File: src/include/epdc_defines.svh
`ifndef EPDC_DEFINES_SVH
`define EPDC_DEFINES_SVH

// Panel geometry, active area only
`define EPDC_H_ACT 16
`define EPDC_V_ACT 4

// Gray level width and pixels packed per beat
`define EPDC_PIX_W 2
`define EPDC_PPB 4
// One beat is one source driver byte
`define EPDC_BEAT_W (`EPDC_PPB * `EPDC_PIX_W)

// Derived beat counts
`define EPDC_BEATS_LINE (`EPDC_H_ACT / `EPDC_PPB)
`define EPDC_BEATS_FRAME (`EPDC_BEATS_LINE * `EPDC_V_ACT)

// Input FIFO entries, power of two
`define EPDC_FIFO_DEPTH 4

`endif

File: src/epdc_pkg.sv
`default_nettype none
`include "epdc_defines.svh"

package epdc_pkg;

    // Four gray levels, pixel 0 in the low bits
    typedef struct packed {
        logic [`EPDC_PIX_W-1:0] p3;
        logic [`EPDC_PIX_W-1:0] p2;
        logic [`EPDC_PIX_W-1:0] p1;
        logic [`EPDC_PIX_W-1:0] p0;
    } pix_beat_t;

    // Per pixel source drive code
    typedef enum logic [1:0] {
        DRV_NONE    = 2'd0,
        DRV_DARKEN  = 2'd1,
        DRV_LIGHTEN = 2'd2
    } drive_e;

    // Panel source byte, pixel 0 in the low bits
    typedef struct packed {
        drive_e d3;
        drive_e d2;
        drive_e d1;
        drive_e d0;
    } drive_beat_t;

    typedef enum logic [1:0] {
        SCAN_IDLE,
        SCAN_DATA,
        SCAN_LATCH,
        SCAN_GATE
    } scan_state_e;

    // EPD panel pins
    typedef struct packed {
        logic                    gdoe;
        logic                    gdclk;
        logic                    gdsp;
        logic                    sdclk;
        logic                    sdle;
        logic                    sdoe;
        logic [`EPDC_BEAT_W-1:0] sd;
    } epd_pins_t;

endpackage

`default_nettype wire

File: src/caster.sv
`timescale 1ns/10ps
`default_nettype none
`include "epdc_defines.svh"

module caster
    import epdc_pkg::*;
(
    input  wire              clk,
    input  wire              arst_n,
    // Target beats from the input FIFO
    input  wire pix_beat_t   tgt_beat,
    input  wire              tgt_valid,
    output logic             tgt_ready,
    // Stored state beats from the framebuffer
    input  wire pix_beat_t   bi_beat,
    input  wire              bi_valid,
    output logic             bi_ready,
    // Write-back to the framebuffer
    output pix_beat_t        bo_beat,
    output logic             bo_valid,
    // Drive bytes to the scan controller
    output drive_beat_t      drv_beat,
    output logic             drv_valid,
    input  wire              drv_ready
);

    drive_beat_t drv_d;
    pix_beat_t   nxt_d;
    drive_beat_t drv_q;
    pix_beat_t   bo_q;
    logic        drv_vld_q;
    logic        bo_stb_q;
    logic        room;
    logic        accept;

    // One gray step toward the target per frame
    function automatic void step_pix(
        input  logic [`EPDC_PIX_W-1:0] tgt,
        input  logic [`EPDC_PIX_W-1:0] st,
        output drive_e                 drv,
        output logic [`EPDC_PIX_W-1:0] nxt
    );
        if (tgt > st) begin
            drv = DRV_LIGHTEN;
            nxt = st + 1'b1;
        end else if (tgt < st) begin
            drv = DRV_DARKEN;
            nxt = st - 1'b1;
        end else begin
            drv = DRV_NONE;
            nxt = st;
        end
    endfunction

    // All four pixels in parallel
    always_comb begin
        step_pix(tgt_beat.p0, bi_beat.p0, drv_d.d0, nxt_d.p0);
        step_pix(tgt_beat.p1, bi_beat.p1, drv_d.d1, nxt_d.p1);
        step_pix(tgt_beat.p2, bi_beat.p2, drv_d.d2, nxt_d.p2);
        step_pix(tgt_beat.p3, bi_beat.p3, drv_d.d3, nxt_d.p3);
    end

    // Output slot free, or freed by the scan this cycle
    assign room = !drv_vld_q || drv_ready;
    assign accept = tgt_valid && bi_valid && room;
    // Same signal on both sides keeps target and state paired
    assign tgt_ready = accept;
    assign bi_ready = accept;

    assign drv_beat = drv_q;
    assign drv_valid = drv_vld_q;
    assign bo_beat = bo_q;
    assign bo_valid = bo_stb_q;

    always_ff @(posedge clk or negedge arst_n) begin
        if (!arst_n) begin
            drv_vld_q <= 1'b0;
            bo_stb_q  <= 1'b0;
        end else begin
            if (accept) begin
                drv_vld_q <= 1'b1;
            end else if (drv_ready) begin
                drv_vld_q <= 1'b0;
            end
            // Write-back is a single cycle strobe
            bo_stb_q <= accept;
        end
    end

    always_ff @(posedge clk) begin
        if (accept) begin
            drv_q <= drv_d;
            bo_q  <= nxt_d;
        end
    end

endmodule

`default_nettype wire

File: src/epd_scan.sv
`timescale 1ns/10ps
`default_nettype none
`include "epdc_defines.svh"

module epd_scan
    import epdc_pkg::*;
(
    input  wire              clk,
    input  wire              arst_n,
    input  wire              global_en,
    // Drive bytes from the caster
    input  wire drive_beat_t drv_beat,
    input  wire              drv_valid,
    output logic             drv_ready,
    // Frame start to the framebuffer
    output logic             b_trigger,
    output epd_pins_t        epd
);

    localparam int BW = $clog2(`EPDC_BEATS_LINE);
    localparam int LW = $clog2(`EPDC_V_ACT);
    localparam logic [BW-1:0] LAST_BYTE = BW'(`EPDC_BEATS_LINE - 1);
    localparam logic [LW-1:0] LAST_LINE = LW'(`EPDC_V_ACT - 1);

    scan_state_e   state_q;
    // Second half of an sdclk or gdclk period
    logic          phase_q;
    logic [BW-1:0] byte_cnt;
    logic [LW-1:0] line_cnt;
    epd_pins_t     epd_q;

    assign epd = epd_q;
    // Take a byte only at the start of a source clock period
    assign drv_ready = (state_q == SCAN_DATA) && !phase_q;

    always_ff @(posedge clk or negedge arst_n) begin
        if (!arst_n) begin
            state_q   <= SCAN_IDLE;
            phase_q   <= 1'b0;
            byte_cnt  <= '0;
            line_cnt  <= '0;
            epd_q     <= '0;
            b_trigger <= 1'b0;
        end else begin
            // Strobes low unless set below
            b_trigger   <= 1'b0;
            epd_q.sdclk <= 1'b0;
            epd_q.sdle  <= 1'b0;
            epd_q.gdclk <= 1'b0;
            epd_q.gdsp  <= 1'b0;
            case (state_q)
                SCAN_IDLE: begin
                    if (global_en) begin
                        b_trigger  <= 1'b1;
                        epd_q.gdoe <= 1'b1;
                        epd_q.sdoe <= 1'b1;
                        byte_cnt   <= '0;
                        line_cnt   <= '0;
                        phase_q    <= 1'b0;
                        state_q    <= SCAN_DATA;
                    end
                end
                SCAN_DATA: begin
                    if (!phase_q) begin
                        // sdclk stays low while no byte is offered
                        if (drv_valid) begin
                            epd_q.sd    <= drv_beat;
                            epd_q.sdclk <= 1'b1;
                            phase_q     <= 1'b1;
                        end
                    end else begin
                        // Low half of sdclk
                        phase_q <= 1'b0;
                        if (byte_cnt == LAST_BYTE) begin
                            byte_cnt <= '0;
                            state_q  <= SCAN_LATCH;
                        end else begin
                            byte_cnt <= byte_cnt + 1'b1;
                        end
                    end
                end
                SCAN_LATCH: begin
                    epd_q.sdle <= 1'b1;
                    state_q    <= SCAN_GATE;
                end
                SCAN_GATE: begin
                    if (!phase_q) begin
                        epd_q.gdclk <= 1'b1;
                        // Start pulse rides on the first gate clock
                        epd_q.gdsp  <= (line_cnt == '0);
                        phase_q     <= 1'b1;
                    end else begin
                        phase_q <= 1'b0;
                        if (line_cnt == LAST_LINE) begin
                            // Frame done, outputs off until next start
                            line_cnt   <= '0;
                            epd_q.gdoe <= 1'b0;
                            epd_q.sdoe <= 1'b0;
                            state_q    <= SCAN_IDLE;
                        end else begin
                            line_cnt <= line_cnt + 1'b1;
                            state_q  <= SCAN_DATA;
                        end
                    end
                end
                default: begin
                    state_q <= SCAN_IDLE;
                end
            endcase
        end
    end

endmodule

`default_nettype wire

File: src/epdc_top.sv
`timescale 1ns/10ps
`default_nettype none

module epdc_top
    import epdc_pkg::*;
(
    input  wire            clk,
    input  wire            arst_n,
    input  wire            global_en,
    // Target pixel input
    input  wire pix_beat_t vin_beat,
    input  wire            vin_valid,
    output logic           vin_ready,
    // Panel pins
    output epd_pins_t      epd
);

    // Target path
    wire pix_beat_t   tgt_beat;
    wire              tgt_valid;
    wire              tgt_ready;
    // Framebuffer read and write-back
    wire pix_beat_t   bi_beat;
    wire              bi_valid;
    wire              bi_ready;
    wire pix_beat_t   bo_beat;
    wire              bo_valid;
    // Drive path and frame trigger
    wire drive_beat_t drv_beat;
    wire              drv_valid;
    wire              drv_ready;
    wire              b_trigger;

    pix_fifo pix_fifo (
        .clk      (clk),
        .arst_n   (arst_n),
        .wr_beat  (vin_beat),
        .wr_valid (vin_valid),
        .wr_ready (vin_ready),
        .rd_beat  (tgt_beat),
        .rd_valid (tgt_valid),
        .rd_ready (tgt_ready)
    );

    fb_memif fb_memif (
        .clk       (clk),
        .arst_n    (arst_n),
        .b_trigger (b_trigger),
        .bi_beat   (bi_beat),
        .bi_valid  (bi_valid),
        .bi_ready  (bi_ready),
        .bo_beat   (bo_beat),
        .bo_valid  (bo_valid)
    );

    caster caster (
        .clk       (clk),
        .arst_n    (arst_n),
        .tgt_beat  (tgt_beat),
        .tgt_valid (tgt_valid),
        .tgt_ready (tgt_ready),
        .bi_beat   (bi_beat),
        .bi_valid  (bi_valid),
        .bi_ready  (bi_ready),
        .bo_beat   (bo_beat),
        .bo_valid  (bo_valid),
        .drv_beat  (drv_beat),
        .drv_valid (drv_valid),
        .drv_ready (drv_ready)
    );

    epd_scan epd_scan (
        .clk       (clk),
        .arst_n    (arst_n),
        .global_en (global_en),
        .drv_beat  (drv_beat),
        .drv_valid (drv_valid),
        .drv_ready (drv_ready),
        .b_trigger (b_trigger),
        .epd       (epd)
    );

endmodule

`default_nettype wire

File: src/fb_memif.sv
`timescale 1ns/10ps
`default_nettype none
`include "epdc_defines.svh"

module fb_memif
    import epdc_pkg::*;
(
    input  wire            clk,
    input  wire            arst_n,
    // Frame start from the scan controller
    input  wire            b_trigger,
    // Stored state out to the caster
    output pix_beat_t      bi_beat,
    output logic           bi_valid,
    input  wire            bi_ready,
    // Write-back strobe, always accepted
    input  wire pix_beat_t bo_beat,
    input  wire            bo_valid
);

    localparam int N = `EPDC_BEATS_FRAME;
    localparam int AW = $clog2(N);
    localparam logic [AW-1:0] LAST = AW'(N - 1);

    // Current panel state, one beat per entry
    pix_beat_t     mem [N];
    logic [AW-1:0] rd_ptr;
    logic [AW-1:0] wr_ptr;
    // Frame read still in progress
    logic          rd_active;

    assign bi_valid = rd_active;
    assign bi_beat = mem[rd_ptr];

    // Panel starts out all black after reset
    always_ff @(posedge clk or negedge arst_n) begin
        if (!arst_n) begin
            for (int i = 0; i < N; i++) begin
                mem[i] <= '0;
            end
        end else if (bo_valid) begin
            mem[wr_ptr] <= bo_beat;
        end
    end

    always_ff @(posedge clk or negedge arst_n) begin
        if (!arst_n) begin
            rd_ptr    <= '0;
            wr_ptr    <= '0;
            rd_active <= 1'b0;
        end else if (b_trigger) begin
            // Restart both pointers at beat 0
            rd_ptr    <= '0;
            wr_ptr    <= '0;
            rd_active <= 1'b1;
        end else begin
            if (bi_valid && bi_ready) begin
                rd_ptr <= rd_ptr + 1'b1;
                // Last beat of the frame handed out
                if (rd_ptr == LAST) begin
                    rd_active <= 1'b0;
                end
            end
            // Write-back trails the read side by at least one beat
            if (bo_valid) begin
                wr_ptr <= wr_ptr + 1'b1;
            end
        end
    end

endmodule

`default_nettype wire

File: src/pix_fifo.sv
`timescale 1ns/10ps
`default_nettype none
`include "epdc_defines.svh"

module pix_fifo
    import epdc_pkg::*;
(
    input  wire            clk,
    input  wire            arst_n,
    // Write side
    input  wire pix_beat_t wr_beat,
    input  wire            wr_valid,
    output logic           wr_ready,
    // Read side
    output pix_beat_t      rd_beat,
    output logic           rd_valid,
    input  wire            rd_ready
);

    localparam int DEPTH = `EPDC_FIFO_DEPTH;
    localparam int AW = $clog2(DEPTH);
    localparam logic [AW:0] FULL = (AW + 1)'(DEPTH);

    pix_beat_t     mem [DEPTH];
    logic [AW-1:0] wr_ptr;
    logic [AW-1:0] rd_ptr;
    // One extra bit so full and empty differ
    logic [AW:0]   count;
    logic          do_wr;
    logic          do_rd;

    assign wr_ready = (count != FULL);
    assign rd_valid = (count != '0);
    // Head entry shown directly, no read latency
    assign rd_beat = mem[rd_ptr];
    assign do_wr = wr_valid && wr_ready;
    assign do_rd = rd_valid && rd_ready;

    always_ff @(posedge clk) begin
        if (do_wr) begin
            mem[wr_ptr] <= wr_beat;
        end
    end

    // Pointers wrap on their own, depth is a power of two
    always_ff @(posedge clk or negedge arst_n) begin
        if (!arst_n) begin
            wr_ptr <= '0;
            rd_ptr <= '0;
            count  <= '0;
        end else begin
            if (do_wr) begin
                wr_ptr <= wr_ptr + 1'b1;
            end
            if (do_rd) begin
                rd_ptr <= rd_ptr + 1'b1;
            end
            // Simultaneous push and pop leaves count alone
            case ({do_wr, do_rd})
                2'b10:   count <= count + 1'b1;
                2'b01:   count <= count - 1'b1;
                default: count <= count;
            endcase
        end
    end

endmodule

`default_nettype wire

File: config.mk
export PLATFORM = sky130hd
export DESIGN_NAME = epdc_top
export DESIGN_NICKNAME = d
export VERILOG_FILES = /design/src/epdc_pkg.sv /design/src/caster.sv /design/src/epd_scan.sv /design/src/epdc_top.sv /design/src/fb_memif.sv /design/src/pix_fifo.sv
export VERILOG_INCLUDE_DIRS = /design/src /design/src/include
export SDC_FILE = /design/constraint.sdc
export NUM_CORES = 1
export LEC_CHECK = 0
export BUFFER_PORTS_ARGS = -buffer_cell sky130_fd_sc_hd__clkbuf_2
export CAP_MARGIN = 25
export CORE_UTILIZATION = 35
export DETAILED_ROUTE_END_ITERATION = 8
export HOLD_SLACK_MARGIN = 0.1
export PLACE_DENSITY_LB_ADDON = 0.08
export SETUP_SLACK_MARGIN = 0.2
export SLEW_MARGIN = 15
export SYNTH_ARGS = -nofsm -noshare
export SYNTH_HDL_FRONTEND = slang
export SYNTH_HIERARCHICAL = 1
export SYNTH_SLANG_ARGS = --single-unit
File: constraint.sdc
create_clock -name clk -period 3.35 [get_ports clk]
set_input_delay 0.5025 -clock clk [delete_from_list [all_inputs] [get_ports clk]]
set_output_delay 0.5025 -clock clk [all_outputs]
set_load 0.005 [all_outputs]
Word level (Yosys, flattened, before mapping)
Memory sizes are Yosys's and may differ from the RTL's. Cells that the tools add are included.

Logic and storage cells: 222. Bits in registers: 183. RAM bits: 32. Bits in read-only memories: 0. Input bits: 12. Bits in latches: 0. Memories: 1. Output and inout port bits: 15.

Eq/ne operators: 14. Div/mod/pow operators: 0. Order comparisons: 11. $mul: 0. $add $sub $neg: 16. Reduce and logical (&&, ||, !) cells: 28. Muxes and demuxes: 58. Shifts and indexed selects: 0. Bitwise operators: 3.

Memory list: pix_fifo.mem (words 4, width 8, rd ports 1, clocked after memory_dff 0, wr ports 1, line pix_fifo.sv:24) `pix_beat_t mem [DEPTH];`.

Operators with widths (number): bitwise mux 128 bit (1); two-way mux 2 bit (19); binary-select mux 8 bit (select 4 bit) (1); demux 8 bit (select 4 bit) (1); two-way mux 8 bit (3); two-way mux 1 bit (23); adder 2 x 1 -> 2 bit, second input constant (8); two-way mux 4 bit (4); nonzero test 2 bit (7); == test 2 bit, second input constant (5); greater-or-equal comparator 5 bit, second input constant (2); inverter 4 -> 5 bit (2); AND reduction 3 bit (3); adder 4 x 1 -> 4 bit, second input constant (2); > comparator 2 bit (4); < comparator 2 bit (4); one-hot mux 2 bit (2 select lines) (2); one-hot mux 2 bit (4 select lines) (1); AND reduction 4 bit (2); subtractor 2 x 1 -> 2 bit, second input constant (4); logical AND 1 bit (7); inequality test 2 x 1 -> 1 bit, second input constant (3); one-hot mux 3 bit (2 select lines) (1); nonzero test 3 bit (2); other kinds (14) (19).

Depth between registers and ports, before layout
Depth in word-level cells: 7. Mapped depth: 13. Depth with buffers taken out: 12.

Cells and area by module
The synthesis kept the hierarchy.

By module, submodules not included: fb_memif (cells an instance 405, times used 1, area each 6332.3 um^2, sequential area each 3428.3 um^2); pix_fifo (cells an instance 79, times used 1, area each 1582.8 um^2, sequential area each 1136.1 um^2); epd_scan (cells an instance 109, times used 1, area each 1123.6 um^2, sequential area each 525.5 um^2); caster (cells an instance 80, times used 1, area each 942.2 um^2, sequential area each 530.5 um^2).

Worst setup path before layout
Ideal clock, no wire load.

Path type: flip-flop to flip-flop. Start: register epd_scan.state_q[1]. End: register pix_fifo.count[2]. Buffers on the path: 1. Clock period less this slack: 3.458 ns. Required time: 3.271 ns. Stages on the path, launching flop included: 14. Library setup time: 0.079 ns. Arrival time: 3.379 ns. Slack: -0.108 ns. Path through: dfrtp_1 inv_1 ha_1 nor2b_1 inv_1 a21oi_1 buf_4 o31a_2 ha_1 inv_1 fa_1 xor2_1 nor2_1 xor2_1.

Cells in the longest elaborated chain, start to end: 7. Elaborated cells on any way between the ends: 9. Those cells by class: eq/ne: 3; mux: 1; reduce/logical: 5.

RTL lines: start, declared (line epd_scan.sv:25) `scan_state_e state_q;`; start signal, assigned (line epd_scan.sv:38) `state_q <= SCAN_IDLE;`; start signal, assigned (line epd_scan.sv:60) `state_q <= SCAN_DATA;`; start signal, assigned (line epd_scan.sv:76) `state_q <= SCAN_LATCH;`; == test 2 x 1 -> 1 bit * (line epd_scan.sv:34) `assign drv_ready = (state_q == SCAN_DATA) && !phase_q;`; logical AND 1 bit * (line epd_scan.sv:34); net drv_ready (line epdc_top.sv:31) `wire drv_ready;`; logical OR 1 bit * (line caster.sv:64) `assign room = !drv_vld_q || drv_ready;`; logical AND 1 bit * (line caster.sv:65) `assign accept = tgt_valid && bi_valid && room;`; net bi_ready (line epdc_top.sv:25) `wire bi_ready;`; logical AND 1 bit * (line pix_fifo.sv:37) `assign do_rd = rd_valid && rd_ready;`; net pix_fifo.do_rd (line pix_fifo.sv:30) `logic do_rd;`; == test 2 x 1 -> 1 bit or == test 2 bit (tied branches) (line pix_fifo.sv:59) `case ({do_wr, do_rd})`; one-hot mux 3 bit (2 select lines) or nonzero test 2 bit (tied branches); end signal, assigned (line pix_fifo.sv:60) `2'b10: count <= count + 1'b1;`; end signal, assigned (line pix_fifo.sv:61) `2'b01: count <= count - 1'b1;`; end signal, assigned (line pix_fifo.sv:62) `default: count <= count;`; end, declared (line pix_fifo.sv:28) `logic [AW:0] count;`.

The timed path passes the listed nets; every way through them passes the cells marked *. A chain may end at the register's enable or synchronous reset.

==> results.py <==
metrics = {
    "clock_tree": {
        "tritoncts.num_buffers": 27,
        "clk_pin_slew_worst_setup_hold_paths_ns": 0.06,
        "clk_path_buf_depth": 3,
        "ctsRootBufferMaster": "clkbuf_16",
        "clock_sinks": 215,
        "post-cts-setup-buffers": 0,
        "htree_num_levels": 1,
        "cts.repair.resized": 0,
        "worst_skew_pair.late_latency_ns": 0.53,
        "tritoncts": "built",
    },
    "route": {
        "postRouteAntennaNets": 0,
        "number_of_vias_in_the_routed_layout": 5541,
        "detail_route.vias_per_cell": 5.03,
        "route.detailed.drc": 0,
        "post_dr_wirelength_cell_um": 19.6,
        "drt-pass1-iter-count": 4,
        "routed_wire_length_um": 21600,
        "first_iter_violations": 226,
    },
    "pwr": {
        "seq_power_share": 0.394,
        "netSwitchingPower_mw": 3.72,
        "p_clk_frac": 0.261,
        "ir_worst_vdd_uv": 450,
        "p_sw_frac": 0.337,
        "p_total_mw": 11.0,
        "power.density_nw_per_um2": 967,
        "intPower_mw": 7.30,
        "comb_power_share": 0.344,
        "static-leakage-power_nw": 5.14,
    },
    "hold_path": {
        "min-delay-path-class": "primary input to register",
    },
    "layout": {
        "insertedDiodeCount": 0,
        "mostFrequentLayoutCells": "dfrtp_1 (166), mux2_2 (128), edfxtp_1 (48)",
        "final_common_cell": "dfrtp_1",
        "postLayoutCoreUtil": 0.408,
        "finalNetCount": 747,
        "layout-drive-gt1-share": 0.352,
        "flow.area_growth_from_synthesis_pct": 14.2,
    },
    "synth": {
        "ys_async_sr_fraction": 0.777,
        "area_share_of_and_or_nand_nor_cells_after_synthesis": 0.0668,
        "avgSynthCellArea_um2": 14.8,
        "yosys-mux-area-fraction": 0.248,
        "synth_ff_type": "dfrtp_1",
        "postSynthNetCount": 714,
        "ys_warn_count": 6,
        "synth-xor-area-share": 0.0167,
        "post_synth_adder_cell_area": 0.0371,
        "synth_edf_count": 48,
        "yosysUniqueCellTypes": 57,
        "syn_inst": 673,
        "yosys_register_bits": 215,
        "proportion_of_synthesized_chip_area_in_sequential_cells": 0.563,
        "dominant_combinational_cell_family_by_area_after_synthesis": "multiplexers",
        "syn_area_um2": 9980,
        "synth_compound_area_frac": 0.0379,
    },
    "placed_design": {
        "place.gp.congestion": 0.710,
        "place_hpwl_um": 14000,
        "portBuffers": 26,
    },
    "critical_path": {
        "path_cells": "buf_12 > mux4_2 > a22oi_1 > nand2_1 > ha_1 > nand2_1 > o21ai_0 > a221oi_2 > xnor2_1",
        "critical_path_arrival_ns": 3.20,
        "crit_slowest_cell": "mux4_2",
        "cp.required_ns": 3.62,
        "timing.setup.critical_path_class": "register to register",
        "path_common_cell": "nand2_1",
        "critical_path.max_stage_delay_ns": 0.55,
        "critical_path.max_fanout": 35,
        "start_kind": "register",
        "end_kind": "register",
    },
    "floorplan": {
        "initial_core_util": 0.357,
        "floorplan.core_area_um2": 27900,
        "die_x_um": 171,
        "floorplan.die.height_um": 171,
        "ioPinCount": 27,
        "row_count": 61,
        "dieArea_um2": 29200,
    },
    "global_routing": {
        "grt_overflow": 0,
        "grt_antenna_before_repair": 0,
        "grt_util_met2": 0.266,
        "grt_first_pass_wirelength_um": 34300,
        "via_count_of_the_first_global_routing_pass": 5998,
        "global_route_usage_over_all_layers": 0.156,
        "groute.layer.met3.usage": 0.0257,
        "grt-busiest-layer": "met2",
        "grt_met1_use": 0.204,
        "grt_start_max_net_pins": 105,
    },
    "timing": {
        "worst_slew_pin_slew_ns": 0.905,
        "worst_hold_slack_ns": 0.192,
        "report.final.setup_viol": 0,
        "setup_total_negative_slack_ns": 0,
        "timing.final.crit_share": 0.874,
        "fmax_ghz": 0.341,
        "final-max-slew-violation-count": 0,
        "rsz0062_at_grt": "no",
        "setup_skew_ns": 0.0192,
        "fin_crit_period_ns": 2.93,
        "final_hold_viol_count": 0,
        "max-slew-margin-rel": 0.394,
    },
    "outcome": {
        "status": "completed",
    },
    "flow_run": {
        "max_cap_violations": 0,
    },
}
-- synthesized netlist by cell type, drive strengths merged, types with 4 or more instances --
cell type,count,share of area
a21oi,16,0.0084
a22oi,17,0.013
and2,4,0.0028
and3,5,0.0036
buf,18,0.014
clkbuf,14,0.0055
dfrtp,167,0.42
edfxtp,48,0.14
ha,28,0.035
inv,29,0.011
mux2,130,0.15
mux2i,4,0.0040
mux4,40,0.097
nand2,47,0.018
nand3,10,0.0050
nand4,6,0.0038
nor2,15,0.0061
nor2b,14,0.0098
nor3,6,0.0050
o211ai,5,0.0038
o21ai,9,0.0049
o31ai,4,0.0030
xnor2,11,0.0097
xor2,8,0.0070
-- power groups by stage --
stage	combinational [mW]	sequential, mW	clock (mW)
global placement	3.72	4.34	0
finish	3.79	4.34	2.88
floorplan	3.22	3.98	0
detailed placement	3.86	4.39	0
CTS	3.89	4.35	2.99
global route	4.26	4.48	3.08
-- routing by layer --
metal / routed length [um] / vias up
met4: 421 / 0
met5: 0 / -
met3: 689 / 26
met1: 9860 / 2891
met2: 10600 / 78
li1: - / 2546
-- sequential cells by signal, indices dropped and copies added, names as in the netlist --
| name | flops |
|---|---|
| caster/bo_beat | 8 |
| caster/bo_valid | 1 |
| caster/drv_beat | 8 |
| caster/drv_valid | 1 |
| epd_scan/b_trigger | 1 |
| epd_scan/byte_cnt | 2 |
| epd_scan/epd | 13 |
| epd_scan/line_cnt | 2 |
| epd_scan/phase_q | 1 |
| epd_scan/state_q | 2 |
| fb_memif/bi_valid | 1 |
| fb_memif/mem | 128 |
| fb_memif/rd_ptr | 4 |
| fb_memif/wr_ptr | 4 |
| pix_fifo/count | 3 |
| pix_fifo/mem | 32 |
| pix_fifo/rd_ptr | 2 |
| pix_fifo/wr_ptr | 2 |
-- worst paths after layout --
kind	from	slack [ns]	depth (start not counted)	endpoint
max reg2reg	fb_memif/rd_ptr[0]	0.42	9	caster/bo_beat[7]
min reg2reg	caster/drv_beat[4]	0.44	2	epd_scan/epd[4]
min	vin_beat[3]	0.19	1	pix_fifo/mem[1][3]
max in group asynchronous	arst_n	1.97	3	fb_memif/mem[113]
min in group asynchronous	arst_n	0.46	2	fb_memif/rd_ptr[1]
max	fb_memif/rd_ptr[0]	0.42	9	caster/bo_beat[7]
-- kinds of logic (layout without fill, tap and decap cells) --
family                   after synthesis  in the layout
adder cells (fa/ha/maj)               29             29
multiplexers                         174            174
AO/OA/AOI/OAI                         56             56
flip-flops                           215            215
XOR/XNOR                              19             19
buffers and inverters                 61            112
AND/OR/NAND/NOR                      119            119
-- timing repair --
item                       in CTS  in global routing
setup endpoints to repair       0                  0
hold buffers                    1                  0
hold endpoints to repair       36                  0
-- stage by stage --
stage	setup slack [ns]	cell area [um^2]	std cells
after global placement	0.475	10500	1054
after floorplan	0.358	9980	673
after CTS	0.424	11400	1102
after detailed placement	0.427	10500	1054
final	0.421	11400	1102
after global routing	0.249	11400	1102
-- worst max-delay path, delay by kind of cell, from the launching register on --
kind                     cells  cell delay [ns]
flip-flops                   1             0.37
AO/OA/AOI/OAI                3             0.71
AND/OR/NAND/NOR              2             0.31
buffers and inverters        1             0.27
multiplexers                 1             0.55
adder cells (fa/ha/maj)      1             0.37
XOR/XNOR                     1             0.09
-- area by class of cell --
class                      count  area [um^2]
clock inverter                12          141
tap                          378          473
inverter                      29          109
multi-input combinational    397         4060
timing repair buffer          36          251
clock buffer                  35          746
fill                        2608        16500
sequential                   215         5620
(Power assumes the default switching activity.)
